<file path="config.mk">
export PLATFORM = sky130hd
export DESIGN_NAME = agcSubsystem
export DESIGN_NICKNAME = d
export VERILOG_FILES = /design/src/rtl/agcPkg.sv /design/src/rtl/agcLevelDetector.sv /design/src/rtl/agcLoopFilter.sv /design/src/rtl/agcLoopRegs.sv /design/src/rtl/agcSubsystem.sv
export SDC_FILE = /design/constraint.sdc
export NUM_CORES = 1
export LEC_CHECK = 0
export BUFFER_PORTS_ARGS = -buffer_cell sky130_fd_sc_hd__buf_4
export CAP_MARGIN = 20
export CELL_PAD_IN_SITES_DETAIL_PLACEMENT = 1
export CELL_PAD_IN_SITES_GLOBAL_PLACEMENT = 1
export CORE_ASPECT_RATIO = 0.9
export CORE_MARGIN = 10
export CORE_UTILIZATION = 35
export DETAILED_ROUTE_END_ITERATION = 8
export PLACE_DENSITY = 0.64
export SLEW_MARGIN = 20
export SYNTH_ARGS = -nofsm -noshare
export SYNTH_HDL_FRONTEND = slang
export SYNTH_SLANG_ARGS = --single-unit
</file>
<file path="constraint.sdc">
create_clock -name clk -period 9.8 [get_ports clk]
set_input_delay 2.94 -clock clk [delete_from_list [all_inputs] [get_ports clk]]
set_output_delay 2.94 -clock clk [all_outputs]
set_load 0.01 [all_outputs]
</file>
<file path="src/rtl/agcPkg.sv">
package agcPkg;

    localparam int agcSampleWidth = 16;
    localparam int agcLevelWidth = 17;
    localparam int agcLogWidth = 8;
    localparam int agcErrorWidth = 18;
    localparam int agcGainWidth = 5;
    localparam int agcWordWidth = 32;
    localparam int agcAddrWidth = 13;

    typedef logic signed [agcSampleWidth-1:0] agcSample_t;  // two's complement ADC sample.
    typedef logic [agcLevelWidth-1:0] agcLevel_t;           // linear level that is never negative.
    typedef logic [agcLogWidth-1:0] agcLog_t;               // 5.3 log2 level.
    typedef logic signed [agcErrorWidth-1:0] agcError_t;
    typedef logic [agcGainWidth-1:0] agcGain_t;
    typedef logic [agcWordWidth-1:0] agcWord_t;
    typedef logic [agcAddrWidth-1:0] agcAddr_t;

    typedef struct packed {
        logic cs;
        logic [3:0] byteWrite;  // one strobe per byte lane with bit 0 for the low byte.
        agcAddr_t addr;
        agcWord_t wrData;
    } agcBusReq_t;

    typedef struct packed {
        agcLevel_t setpoint;
        logic invertError;
        logic zeroError;
        logic useLinear;
        agcGain_t posErrorGain;
        agcGain_t negErrorGain;
        agcWord_t upperLimit;
        agcWord_t lowerLimit;
    } agcLoopCfg_t;

    localparam agcAddr_t agcCtrlAddr = 13'h000;
    localparam agcAddr_t agcGainAddr = 13'h004;
    localparam agcAddr_t agcUpperAddr = 13'h008;
    localparam agcAddr_t agcLowerAddr = 13'h00C;
    localparam agcAddr_t agcIntegAddr = 13'h010;  // read only.
    localparam agcAddr_t agcLevelAddr = 13'h014;  // read only.

    localparam agcWord_t agcCtrlReset = 32'h0200_0000;  // zeroError set so the loop idles.
    localparam agcWord_t agcGainReset = 32'h0000_0000;
    localparam agcWord_t agcUpperReset = 32'hFFFF_FFFF;
    localparam agcWord_t agcLowerReset = 32'h0000_0000;

    localparam int agcAvgShift = 4;  // averager time constant is 2**agcAvgShift samples.

endpackage

</file>
<file path="src/rtl/agcLevelDetector.sv">
`timescale 1ns/10ps

module agcLevelDetector import agcPkg::*; (
    input  logic clk,
    input  logic reset,
    input  logic clkEn,
    input  agcSample_t adcSample,
    output agcLevel_t signalLevel,
    output agcLog_t log2SignalLevel
);

    logic signed [agcLevelWidth-1:0] sampleExt;
    agcLevel_t magnitude;
    agcLevel_t average;
    logic signed [agcLevelWidth:0] avgDiff;
    logic signed [agcLevelWidth:0] avgStep;
    logic signed [agcLevelWidth:0] avgSum;
    agcLevel_t avgNext;
    logic [4:0] msbPos;
    logic [agcLevelWidth+2:0] avgPadded;
    logic [2:0] logFraction;
    agcLog_t logNext;

    // Index of the highest set bit or zero when no bit is set.
    function automatic logic [4:0] msbIndex(agcLevel_t value);
        logic [4:0] index;
        index = '0;
        for (int i = 0; i < agcLevelWidth; i++) begin
            if (value[i]) begin
                index = 5'(i);
            end
        end
        return index;
    endfunction

    assign sampleExt = {adcSample[agcSampleWidth-1], adcSample};
    assign magnitude = sampleExt[agcLevelWidth-1] ? agcLevel_t'(-sampleExt)
                                                  : agcLevel_t'(sampleExt);  // -32768 gives 32768.

    // the first order averager adds (mag - avg) >>> shift to the average.
    assign avgDiff = $signed({1'b0, magnitude}) - $signed({1'b0, average});
    assign avgStep = avgDiff >>> agcAvgShift;
    assign avgSum = $signed({1'b0, average}) + avgStep;
    assign avgNext = avgSum[agcLevelWidth-1:0];  // the sum never leaves the 17-bit range.

    // The fraction is the three bits below the leading one with zeros shifted in for small values.
    assign msbPos = msbIndex(avgNext);
    assign avgPadded = {avgNext, 3'b000};
    assign logFraction = avgPadded[msbPos +: 3];
    assign logNext = (avgNext == '0) ? '0 : {msbPos, logFraction};

    always_ff @(posedge clk or posedge reset) begin
        if (reset) begin
            average <= '0;
            log2SignalLevel <= '0;
        end else if (clkEn) begin
            average <= avgNext;
            log2SignalLevel <= logNext;  // registered with the same strobe as the average.
        end
    end

    assign signalLevel = average;

endmodule

</file>
<file path="src/rtl/agcLoopFilter.sv">
`timescale 1ns/10ps

module agcLoopFilter import agcPkg::*; (
    input  logic clk,
    input  logic reset,
    input  logic clkEn,
    input  agcBusReq_t busReq,
    output agcWord_t busRdData,
    input  agcLevel_t signalLevel,
    input  agcLog_t log2SignalLevel,
    output agcWord_t loopOutput
);

    agcLoopCfg_t cfg;
    agcWord_t integrator;
    agcError_t linearError;
    logic signed [8:0] logError;
    agcError_t rawError;
    agcError_t errorNext;
    agcError_t loopError;
    agcGain_t loopGain;
    logic signed [agcWordWidth-1:0] errorExt;
    logic signed [agcWordWidth-1:0] leadNext;
    agcWord_t leadError;
    logic signed [agcWordWidth:0] integSum;

    agcLoopRegs loopRegs_i (
        .clk(clk),
        .reset(reset),
        .busReq(busReq),
        .busRdData(busRdData),
        .cfg(cfg),
        .integrator(integrator),
        .signalLevel(signalLevel),
        .log2SignalLevel(log2SignalLevel)
    );

    // Stage 1 compares the chosen level with the setpoint.
    assign linearError = $signed({1'b0, cfg.setpoint}) - $signed({1'b0, signalLevel});
    assign logError = $signed({1'b0, cfg.setpoint[7:0]}) - $signed({1'b0, log2SignalLevel});
    assign rawError = cfg.useLinear ? linearError : {logError, 9'b0};  // log error scaled by 512.

    always_comb begin
        if (cfg.zeroError) begin
            errorNext = '0;
        end else if (cfg.invertError) begin
            errorNext = -rawError;
        end else begin
            errorNext = rawError;
        end
    end

    always_ff @(posedge clk or posedge reset) begin
        if (reset) begin
            loopError <= '0;
        end else if (clkEn) begin
            loopError <= errorNext;
        end
    end

    // Stage 2 scales by 2**(gain - 17); a gain of 17 passes the error unchanged.
    assign loopGain = loopError[agcErrorWidth-1] ? cfg.negErrorGain : cfg.posErrorGain;
    assign errorExt = {{(agcWordWidth-agcErrorWidth){loopError[agcErrorWidth-1]}}, loopError};

    always_comb begin
        if (loopGain >= 5'd17) begin
            leadNext = errorExt <<< (loopGain - 5'd17);
        end else begin
            leadNext = errorExt >>> (5'd17 - loopGain);  // floors toward minus infinity.
        end
    end

    always_ff @(posedge clk or posedge reset) begin
        if (reset) begin
            leadError <= '0;
        end else if (clkEn) begin
            leadError <= agcWord_t'(leadNext);
        end
    end

    // Stage 3 adds the signed lead error to the unsigned integrator with one guard bit.
    assign integSum = $signed({1'b0, integrator})
                    + $signed({leadError[agcWordWidth-1], leadError});

    always_ff @(posedge clk or posedge reset) begin
        if (reset) begin
            integrator <= '0;
        end else if (clkEn) begin
            if (leadError[agcWordWidth-1] && integSum[agcWordWidth]) begin
                integrator <= cfg.lowerLimit;  // wrapped below zero.
            end else if (!leadError[agcWordWidth-1] && integSum[agcWordWidth]) begin
                integrator <= cfg.upperLimit;  // wrapped past full scale.
            end else if (integSum[agcWordWidth-1:0] >= cfg.upperLimit) begin
                integrator <= cfg.upperLimit;
            end else if (integSum[agcWordWidth-1:0] <= cfg.lowerLimit) begin
                integrator <= cfg.lowerLimit;
            end else begin
                integrator <= integSum[agcWordWidth-1:0];
            end
        end
    end

    assign loopOutput = integrator;  // gain command for the front-end attenuator.

endmodule

</file>
<file path="src/rtl/agcLoopRegs.sv">
`timescale 1ns/10ps

module agcLoopRegs import agcPkg::*; (
    input  logic clk,
    input  logic reset,
    input  agcBusReq_t busReq,
    output agcWord_t busRdData,
    output agcLoopCfg_t cfg,
    input  agcWord_t integrator,
    input  agcLevel_t signalLevel,
    input  agcLog_t log2SignalLevel
);

    agcWord_t ctrlReg;
    agcWord_t gainReg;
    agcWord_t upperReg;
    agcWord_t lowerReg;
    logic writeCycle;

    // Replace only the byte lanes whose strobe is set.
    function automatic agcWord_t mergeLanes(agcWord_t oldWord, agcWord_t newWord,
                                            logic [3:0] laneMask);
        agcWord_t merged;
        merged = oldWord;
        for (int lane = 0; lane < 4; lane++) begin
            if (laneMask[lane]) begin
                merged[lane*8 +: 8] = newWord[lane*8 +: 8];
            end
        end
        return merged;
    endfunction

    assign writeCycle = busReq.cs && (|busReq.byteWrite);

    always_ff @(posedge clk or posedge reset) begin
        if (reset) begin
            ctrlReg <= agcCtrlReset;
            gainReg <= agcGainReset;
            upperReg <= agcUpperReset;
            lowerReg <= agcLowerReset;
        end else if (writeCycle) begin
            // the read-only addresses fall through and change nothing.
            if (busReq.addr == agcCtrlAddr) begin
                ctrlReg <= mergeLanes(ctrlReg, busReq.wrData, busReq.byteWrite);
            end
            if (busReq.addr == agcGainAddr) begin
                gainReg <= mergeLanes(gainReg, busReq.wrData, busReq.byteWrite);
            end
            if (busReq.addr == agcUpperAddr) begin
                upperReg <= mergeLanes(upperReg, busReq.wrData, busReq.byteWrite);
            end
            if (busReq.addr == agcLowerAddr) begin
                lowerReg <= mergeLanes(lowerReg, busReq.wrData, busReq.byteWrite);
            end
        end
    end

    assign cfg.setpoint = ctrlReg[16:0];
    assign cfg.invertError = ctrlReg[24];
    assign cfg.zeroError = ctrlReg[25];
    assign cfg.useLinear = ctrlReg[26];
    assign cfg.posErrorGain = gainReg[4:0];
    assign cfg.negErrorGain = gainReg[12:8];
    assign cfg.upperLimit = upperReg;
    assign cfg.lowerLimit = lowerReg;

    // Reads are combinational and return zero when the block is not selected.
    always_comb begin
        busRdData = '0;
        if (busReq.cs) begin
            case (busReq.addr)
                agcCtrlAddr: busRdData = ctrlReg;
                agcGainAddr: busRdData = gainReg;
                agcUpperAddr: busRdData = upperReg;
                agcLowerAddr: busRdData = lowerReg;
                agcIntegAddr: busRdData = integrator;
                agcLevelAddr: busRdData = {log2SignalLevel, 7'b0, signalLevel};  // log in 31:24.
                default: busRdData = '0;  // unmapped addresses read as zero.
            endcase
        end
    end

endmodule

</file>
<file path="src/rtl/agcSubsystem.sv">
`timescale 1ns/10ps

module agcSubsystem import agcPkg::*; (
    input  logic clk,
    input  logic reset,
    input  logic clkEn,
    input  agcSample_t adcSample,
    input  agcBusReq_t busReq,
    output agcWord_t busRdData,
    output agcWord_t loopOutput
);

    agcLevel_t signalLevel;
    agcLog_t log2SignalLevel;

    // the detector measures the input and the filter closes the loop on that level.
    agcLevelDetector levelDetector_i (
        .clk(clk),
        .reset(reset),
        .clkEn(clkEn),
        .adcSample(adcSample),
        .signalLevel(signalLevel),
        .log2SignalLevel(log2SignalLevel)
    );

    agcLoopFilter loopFilter_i (
        .clk(clk),
        .reset(reset),
        .clkEn(clkEn),
        .busReq(busReq),
        .busRdData(busRdData),
        .signalLevel(signalLevel),
        .log2SignalLevel(log2SignalLevel),
        .loopOutput(loopOutput)
    );

endmodule

</file>
* After elaboration in Yosys (flattened, before gate mapping)
Index checks and enable logic that the tools add are counted.
** Storage, ports and cells
- Register bits after elaboration :: 235
- Input bits :: 69
- Output and inout port bits :: 64
- Logic and storage cells :: 93
** Operators by class
- Add/sub/neg operators :: 9
- Shift operators :: 3
- $lt $le $gt $ge :: 3
- Reduce and logical (&&, ||, !) cells :: 23
- Multiplexer cells :: 29
- Equal/unequal tests :: 5
** Operators with widths (number)
- 2-to-1 mux 32 bit :: 6
- case mux 32 bit (6 select lines) :: 1
- 2-to-1 mux 5 bit :: 16
- 2-to-1 mux 18 bit :: 3
- AND reduction 3 bit :: 16
- subtractor 17 x 17 -> 18 bit :: 2
- adder 33 x 32 -> 33 bit :: 1
- greater-or-equal comparator 32 bit :: 1
- less-or-equal comparator 32 bit :: 1
- <<< shifter 18 x 5 -> 32 bit :: 1
- >>> shifter 18 x 5 -> 32 bit :: 1
- == test 13 x 4 -> 1 bit (second input constant) :: 2
- == test 13 x 5 -> 1 bit (second input constant) :: 2
- variable part select 20 x 6 -> 3 bit :: 1
- negator 18 bit :: 1
- adder 17 x 14 -> 17 bit :: 1
- zero test 17 bit :: 1
- 2-to-1 mux 17 bit :: 1
- negator 16 -> 17 bit :: 1
- == test 13 x 3 -> 1 bit (second input constant) :: 1
- zero test 13 bit :: 1
- subtractor 8 x 8 -> 9 bit :: 1
- 2-to-1 mux 8 bit :: 1
- greater-or-equal comparator 5 bit (second input constant) :: 1
- 6 further kinds :: 8

* Logic depth before layout (Yosys ltp)
- Depth after elaboration :: 22
- Gate-level depth with buffers :: 30
- Depth with buffers taken out :: 28

* Hierarchy
Synthesis repeated with hierarchy kept, for this count alone.
** Unflattened totals
- Cell total of the unflattened synthesis :: 2395
- Area total of the unflattened synthesis :: 21355.5 um^2
** Modules (own cells, without submodules)
- agcLoopFilter :: area an instance 10513.8 um^2, times used 1, sequential area each 2052.0 um^2, cells each 1382
- agcLoopRegs :: area an instance 7071.8 um^2, times used 1, sequential area each 3244.4 um^2, cells each 552
- agcLevelDetector :: area an instance 3769.9 um^2, times used 1, sequential area each 625.6 um^2, cells each 461

* Least setup slack after synthesis
OpenSTA, ideal clock, no wires.
- Path kind :: in2reg
- Start :: input adcSample[3]
- End :: register levelDetector_i.log2SignalLevel[0]
- Required time :: 9670 ps
- Arrival time :: 8765 ps
- Slack :: 905 ps
- Stages :: 27
- Cell sequence :: or4_1 -> or3_1 -> o41ai_1 -> xnor2_1 -> ha_1 -> and4_1 -> a21oi_1 -> nand2_1 -> o21a_1 -> o21a_1 -> o21a_1 -> nor2_1 -> xnor2_1 -> ha_1 -> clkbuf_1 -> a21oi_1 -> o21bai_1 -> o21a_1 -> o21a_1 -> o221a_2 -> or4_4 -> and2_4 -> buf_6 -> o41ai_4 -> nor2_1 -> a221oi_2 -> a31oi_1
** On the way
- Longest elaborated chain between the ends :: 22
- Elaborated cells on any way between the ends :: 23
** RTL lines
- start, declared :: RTL line agcSubsystem.sv:7 : input agcSample_t adcSample,
- negator 16 -> 17 bit :: RTL line agcLevelDetector.sv:37 : assign magnitude = sampleExt[agcLevelWidth-1] ? agcLevel_t'(-sampleExt)
- 2-to-1 mux 17 bit * :: RTL line agcLevelDetector.sv:37
- subtractor 17 x 17 -> 18 bit * :: RTL line agcLevelDetector.sv:41 : assign avgDiff = $signed({1'b0, magnitude}) - $signed({1'b0, average});
- adder 17 x 14 -> 17 bit * :: RTL line agcLevelDetector.sv:43 : assign avgSum = $signed({1'b0, average}) + avgStep;
- 2-to-1 mux 1 bit :: RTL line agcLevelDetector.sv:29 : if (value[i]) begin
- 2-to-1 mux 5 bit (15 in series) :: RTL line agcLevelDetector.sv:29
- variable part select 20 x 6 -> 3 bit :: RTL line agcLevelDetector.sv:49 : assign logFraction = avgPadded[msbPos +: 3];
- 2-to-1 mux 8 bit * :: RTL line agcLevelDetector.sv:50 : assign logNext = (avgNext == '0) ? '0 : {msbPos, logFraction};
- end signal, assigned :: RTL line agcLevelDetector.sv:58 : log2SignalLevel <= logNext;
- end, declared :: RTL line agcLevelDetector.sv:9 : output agcLog_t log2SignalLevel
Every way passes the cells marked *; elsewhere a longest branch is shown, timed or not.
A chain may end at the register's enable or synchronous reset.

* Worst setup path in the final report
Same ends and word-level chain as after synthesis.

==> results by group <==
Power
  – Internal power summed over all cells: approximately 4.3 mW
  – Power density normalized to cell area: between 400 and 500 nW/um^2
  – Static power due to leakage: 10.3 nW
  – IR Drop Worst-Case VDD: 0.272 mV
  – Part of the power in combinational logic: 0.732
  – Switching share of power: 0.543
  – Clock power share: 0.116
  – Total power consumption of the routed design: 9.39 mW
  – Sequential Power Share: 0.152
  – Net Switching: 5.10 mW

Synth
  – Number of standard cells after synthesis: 2364
  – Share of the yosys chip area belonging to registers: 0.296
  – Flip-flop cell with the highest count after synthesis: sky130_fd_sc_hd__dfrtp_1
  – Synth async-reset ratio: 1.00
  – Number of nets in the synthesized netlist: 2596
  – Netlist area before placement: between 20000 and 25000 sq um
  – Library cell with the highest instance count after synthesis: sky130_fd_sc_hd__nor2_1
  – Synth area leader: sky130_fd_sc_hd__dfrtp_1
  – Count of synthesis-stage warnings from yosys: 0
  – Post-synth EDFFs: 0
  – Average instance area after synthesis: 8.48 sq um
  – Cell types with the largest area share after synthesis: sky130_fd_sc_hd__dfrtp_1 25%, sky130_fd_sc_hd__ha_1 9.9%, sky130_fd_sc_hd__mux2_2 6.5%, sky130_fd_sc_hd__o21ai_0 4.8%, sky130_fd_sc_hd__a21oi_1 4.8%
  – Most numerous cell types in the synthesized netlist: 223 x sky130_fd_sc_hd__nor2_1, 202 x sky130_fd_sc_hd__dfrtp_1, 194 x sky130_fd_sc_hd__o21ai_0
  – Synthesized flop and latch total: 235
  – Fraction of post-synthesis cell area in the top cell type by area: 0.252
  – Number of distinct standard cells referenced by the synthesized netlist: 88

Place
  – HPWL after detailed placement: 68200 um
  – Routability-driven placement congestion ratio: 0.975
  – Port buffer count: 132

Clock network
  – Number of buffers created by CTS: 28
  – Cts repair resizes: 0
  – Number of sinks handled by clock tree synthesis: 235
  – Clock slew at the register clock pins of the worst setup and hold paths: 0.06 ns
  – Clock root buffer: sky130_fd_sc_hd__clkbuf_16
  – Setup repair bufs after CTS: 0
  – Worst-skew pair later-pin latency: 0.58 ns
  – Maximum clock insertion buffer count: 3
  – Clock tree from TritonCTS: done
  – CTS Hold Bufs: 0
  – H-tree depth: 1

Routing
  – Number of vias per cell: 6.07
  – Remaining design rule violation count: 0
  – Residual antenna-violating net count after detailed routing: 0
  – Detailed-route wire length per cell: 26.7 um
  – Via count: 19600
  – Routed Wire Length: 86300 um
  – Iteration-0 DRC count of the detailed router: 1562
  – DRT Pass-1 Iters: 5

Critical path
  – Cell at the slowest stage of the critical path: sky130_fd_sc_hd__or4_1
  – Worst Setup End Kind: flip-flop
  – CP dominant cell by count: sky130_fd_sc_hd__o21a_1
  – CP top delay family: compound AO/OA/AOI/OAI gates
  – CP Class: in2reg
  – Required time of the critical path: 10.25 ns
  – Count of buffering cells on the critical path with inverters included: 1
  – Critical Path Fanout Max: 8
  – Data arrival time at the worst-slack endpoint: 9.41 ns
  – CP startpoint kind: primary input
  – Max stage delay on crit path: 0.57 ns

Hold path
  – Path category of the worst min-delay check: reg2reg

Floorplanning
  – Die Outline Area: 67200 sq um
  – Die width: 272 um
  – Starting utilization of the core area: 0.352
  – Placement row count: 83
  – Boundary Pins: 133
  – Core footprint: 56900 sq um
  – Die Y: between 200 and 250 um

Final layout
  – Layout Area Growth over Synthesis: 14.0%
  – Area taken by flip-flops and latches: 5920 sq um
  – Layout cells sized above 1: 0.166
  – Area of combinational cells with multiple inputs: ~13000 sq um
  – Post-layout nets: 2678
  – Filler Cells Inserted: 6777

GRT
  – Number of antenna violations at the first check in global routing: 3
  – Wire length of the first global-routing pass: 130000 um
  – GRT Residual Overflow: 0
  – Gr usage total: 0.250
  – Pin count of the biggest net entering global routing: about 100
  – Vias in the first global route: 20000

Timing
  – Period Utilization, post-route: 0.915
  – Upper clock frequency limit: 112 MHz
  – Smallest hold slack: a little under 0.5 ns
  – Number of failing hold endpoints at the final stage: 0
  – Setup repair after global routing missed its margin: no
  – Worst slew slack as a fraction of its limit: 0.267
  – Worst Max-Slew Pin Slew: between 1 and 1.5 ns
  – Min cycle time layout: 8.97 ns
  – Setup TNS: 0 ns
  – Max-slew violations: 0
  – Setup-failing EPs final: 0
  – Worst clock skew on the final layout: 0.0144 ns

Run
  – Max-cap violations: 0

Outcome
  – Outcome: complete, no violations
metrics by stage:
step	worst slack (ns)	area, sq um	instances	utilization
floorplan	0.468	20000	2364	-
global placement	0.375	21900	3181	0.385
detailed placement	0.271	21900	3181	0.385
CTS	0.875	22800	3233	0.401
global route	0.442	22800	3233	0.401
finish	0.832	22900	3234	0.402
per-layer routing:
metal / GRT usage / share of wire / vias to the layer above
li1: - / - / 8881
met1: 0.361 / 0.48 / 10100
met2: 0.391 / 0.44 / 602
met3: 0.0310 / 0.058 / 98
met4: 0.0589 / 0.023 / 2
met5: 0 / 0.00015 / -
final cells by class:
class                      instances  area share
multi-input combinational       1864       0.577
sequential                       235       0.259
timing repair buffer             171      0.0562
tap                              765      0.0419
clock buffer                      41      0.0377
inverter                         146      0.0243
clock inverter                    11     0.00405
antenna                            1    0.000110
cells in the final DEF, fill, tap and decap left out, types with 16 or more instances in the layout:
master                        n
sky130_fd_sc_hd__o21ai_0    194
sky130_fd_sc_hd__o21a_1      38
sky130_fd_sc_hd__nand4_1     20
sky130_fd_sc_hd__a221oi_1    36
sky130_fd_sc_hd__xnor2_1     59
sky130_fd_sc_hd__nor3_1      32
sky130_fd_sc_hd__nor2_1     222
sky130_fd_sc_hd__dfstp_2     33
sky130_fd_sc_hd__o211ai_1    16
sky130_fd_sc_hd__dfrtp_1    202
sky130_fd_sc_hd__buf_4      171
sky130_fd_sc_hd__clkbuf_16   29
sky130_fd_sc_hd__and3_1      20
sky130_fd_sc_hd__inv_1      142
sky130_fd_sc_hd__o22ai_1     40
sky130_fd_sc_hd__mux2i_1     86
sky130_fd_sc_hd__a31oi_1     22
sky130_fd_sc_hd__a22oi_1     46
sky130_fd_sc_hd__xor2_1      28
sky130_fd_sc_hd__ha_1       159
sky130_fd_sc_hd__nand2b_1    23
sky130_fd_sc_hd__or3_1       19
sky130_fd_sc_hd__mux2_2     116
sky130_fd_sc_hd__nand2_1    153
sky130_fd_sc_hd__nor2b_1     26
sky130_fd_sc_hd__a211oi_1    27
sky130_fd_sc_hd__nand3_1     37
sky130_fd_sc_hd__a21o_1      43
sky130_fd_sc_hd__a21oi_1    192
kinds of logic (layout without fill, tap and decap cells):
| group | after synthesis | after routing | synth area share |
|---|---|---|---|
| other cells | 1 | 2 | 0.000187 |
| mux | 207 | 207 | 0.113 |
| xor+xnor | 89 | 89 | 0.0389 |
| simple gates | 617 | 617 | 0.145 |
| buf+inv | 265 | 369 | 0.0501 |
| compound gates | 787 | 787 | 0.255 |
| fa+ha+maj | 163 | 163 | 0.103 |
| flops | 235 | 235 | 0.296 |
worst paths after layout:
kind | cells past startpoint | startpoint | slack, ns | to
max | 26 | adcSample[3] | 0.83 | levelDetector_i.log2SignalLevel[0]
max reg2reg | 20 | loopFilter_i.loopOutput[0] | 1.82 | loopFilter_i.loopOutput[7]
min | 1 | loopFilter_i.leadError[7] | 0.49 | loopFilter_i.leadError[7]
min in group asynchronous | 2 | reset | 2.46 | loopFilter_i.loopError[4]
max in group asynchronous | 3 | reset | 5.80 | loopFilter_i.loopRegs_i.ctrlReg[21]
min reg2reg | 1 | loopFilter_i.leadError[7] | 0.49 | loopFilter_i.leadError[7]
sequential cells by signal, summed over array words and instances, names as in the netlist:
register                          flops
loopFilter_i.loopRegs_i.ctrlReg      32
loopFilter_i.loopOutput              32
loopFilter_i.loopRegs_i.gainReg      32
levelDetector_i.log2SignalLevel       8
levelDetector_i.signalLevel          17
loopFilter_i.leadError               32
loopFilter_i.loopRegs_i.upperReg     32
loopFilter_i.loopError               18
loopFilter_i.loopRegs_i.lowerReg     32
power by group through the flow:
stage	Sequential, mW	Combinational [mW]	Clock, mW
floorplan	1.29	4.50	0
global placement	1.44	6.55	0
detailed placement	1.44	6.69	0
CTS	1.42	6.74	1.10
global route	1.44	7.50	1.14
finish	1.43	6.88	1.09
Power figures use the tool's default switching activity.
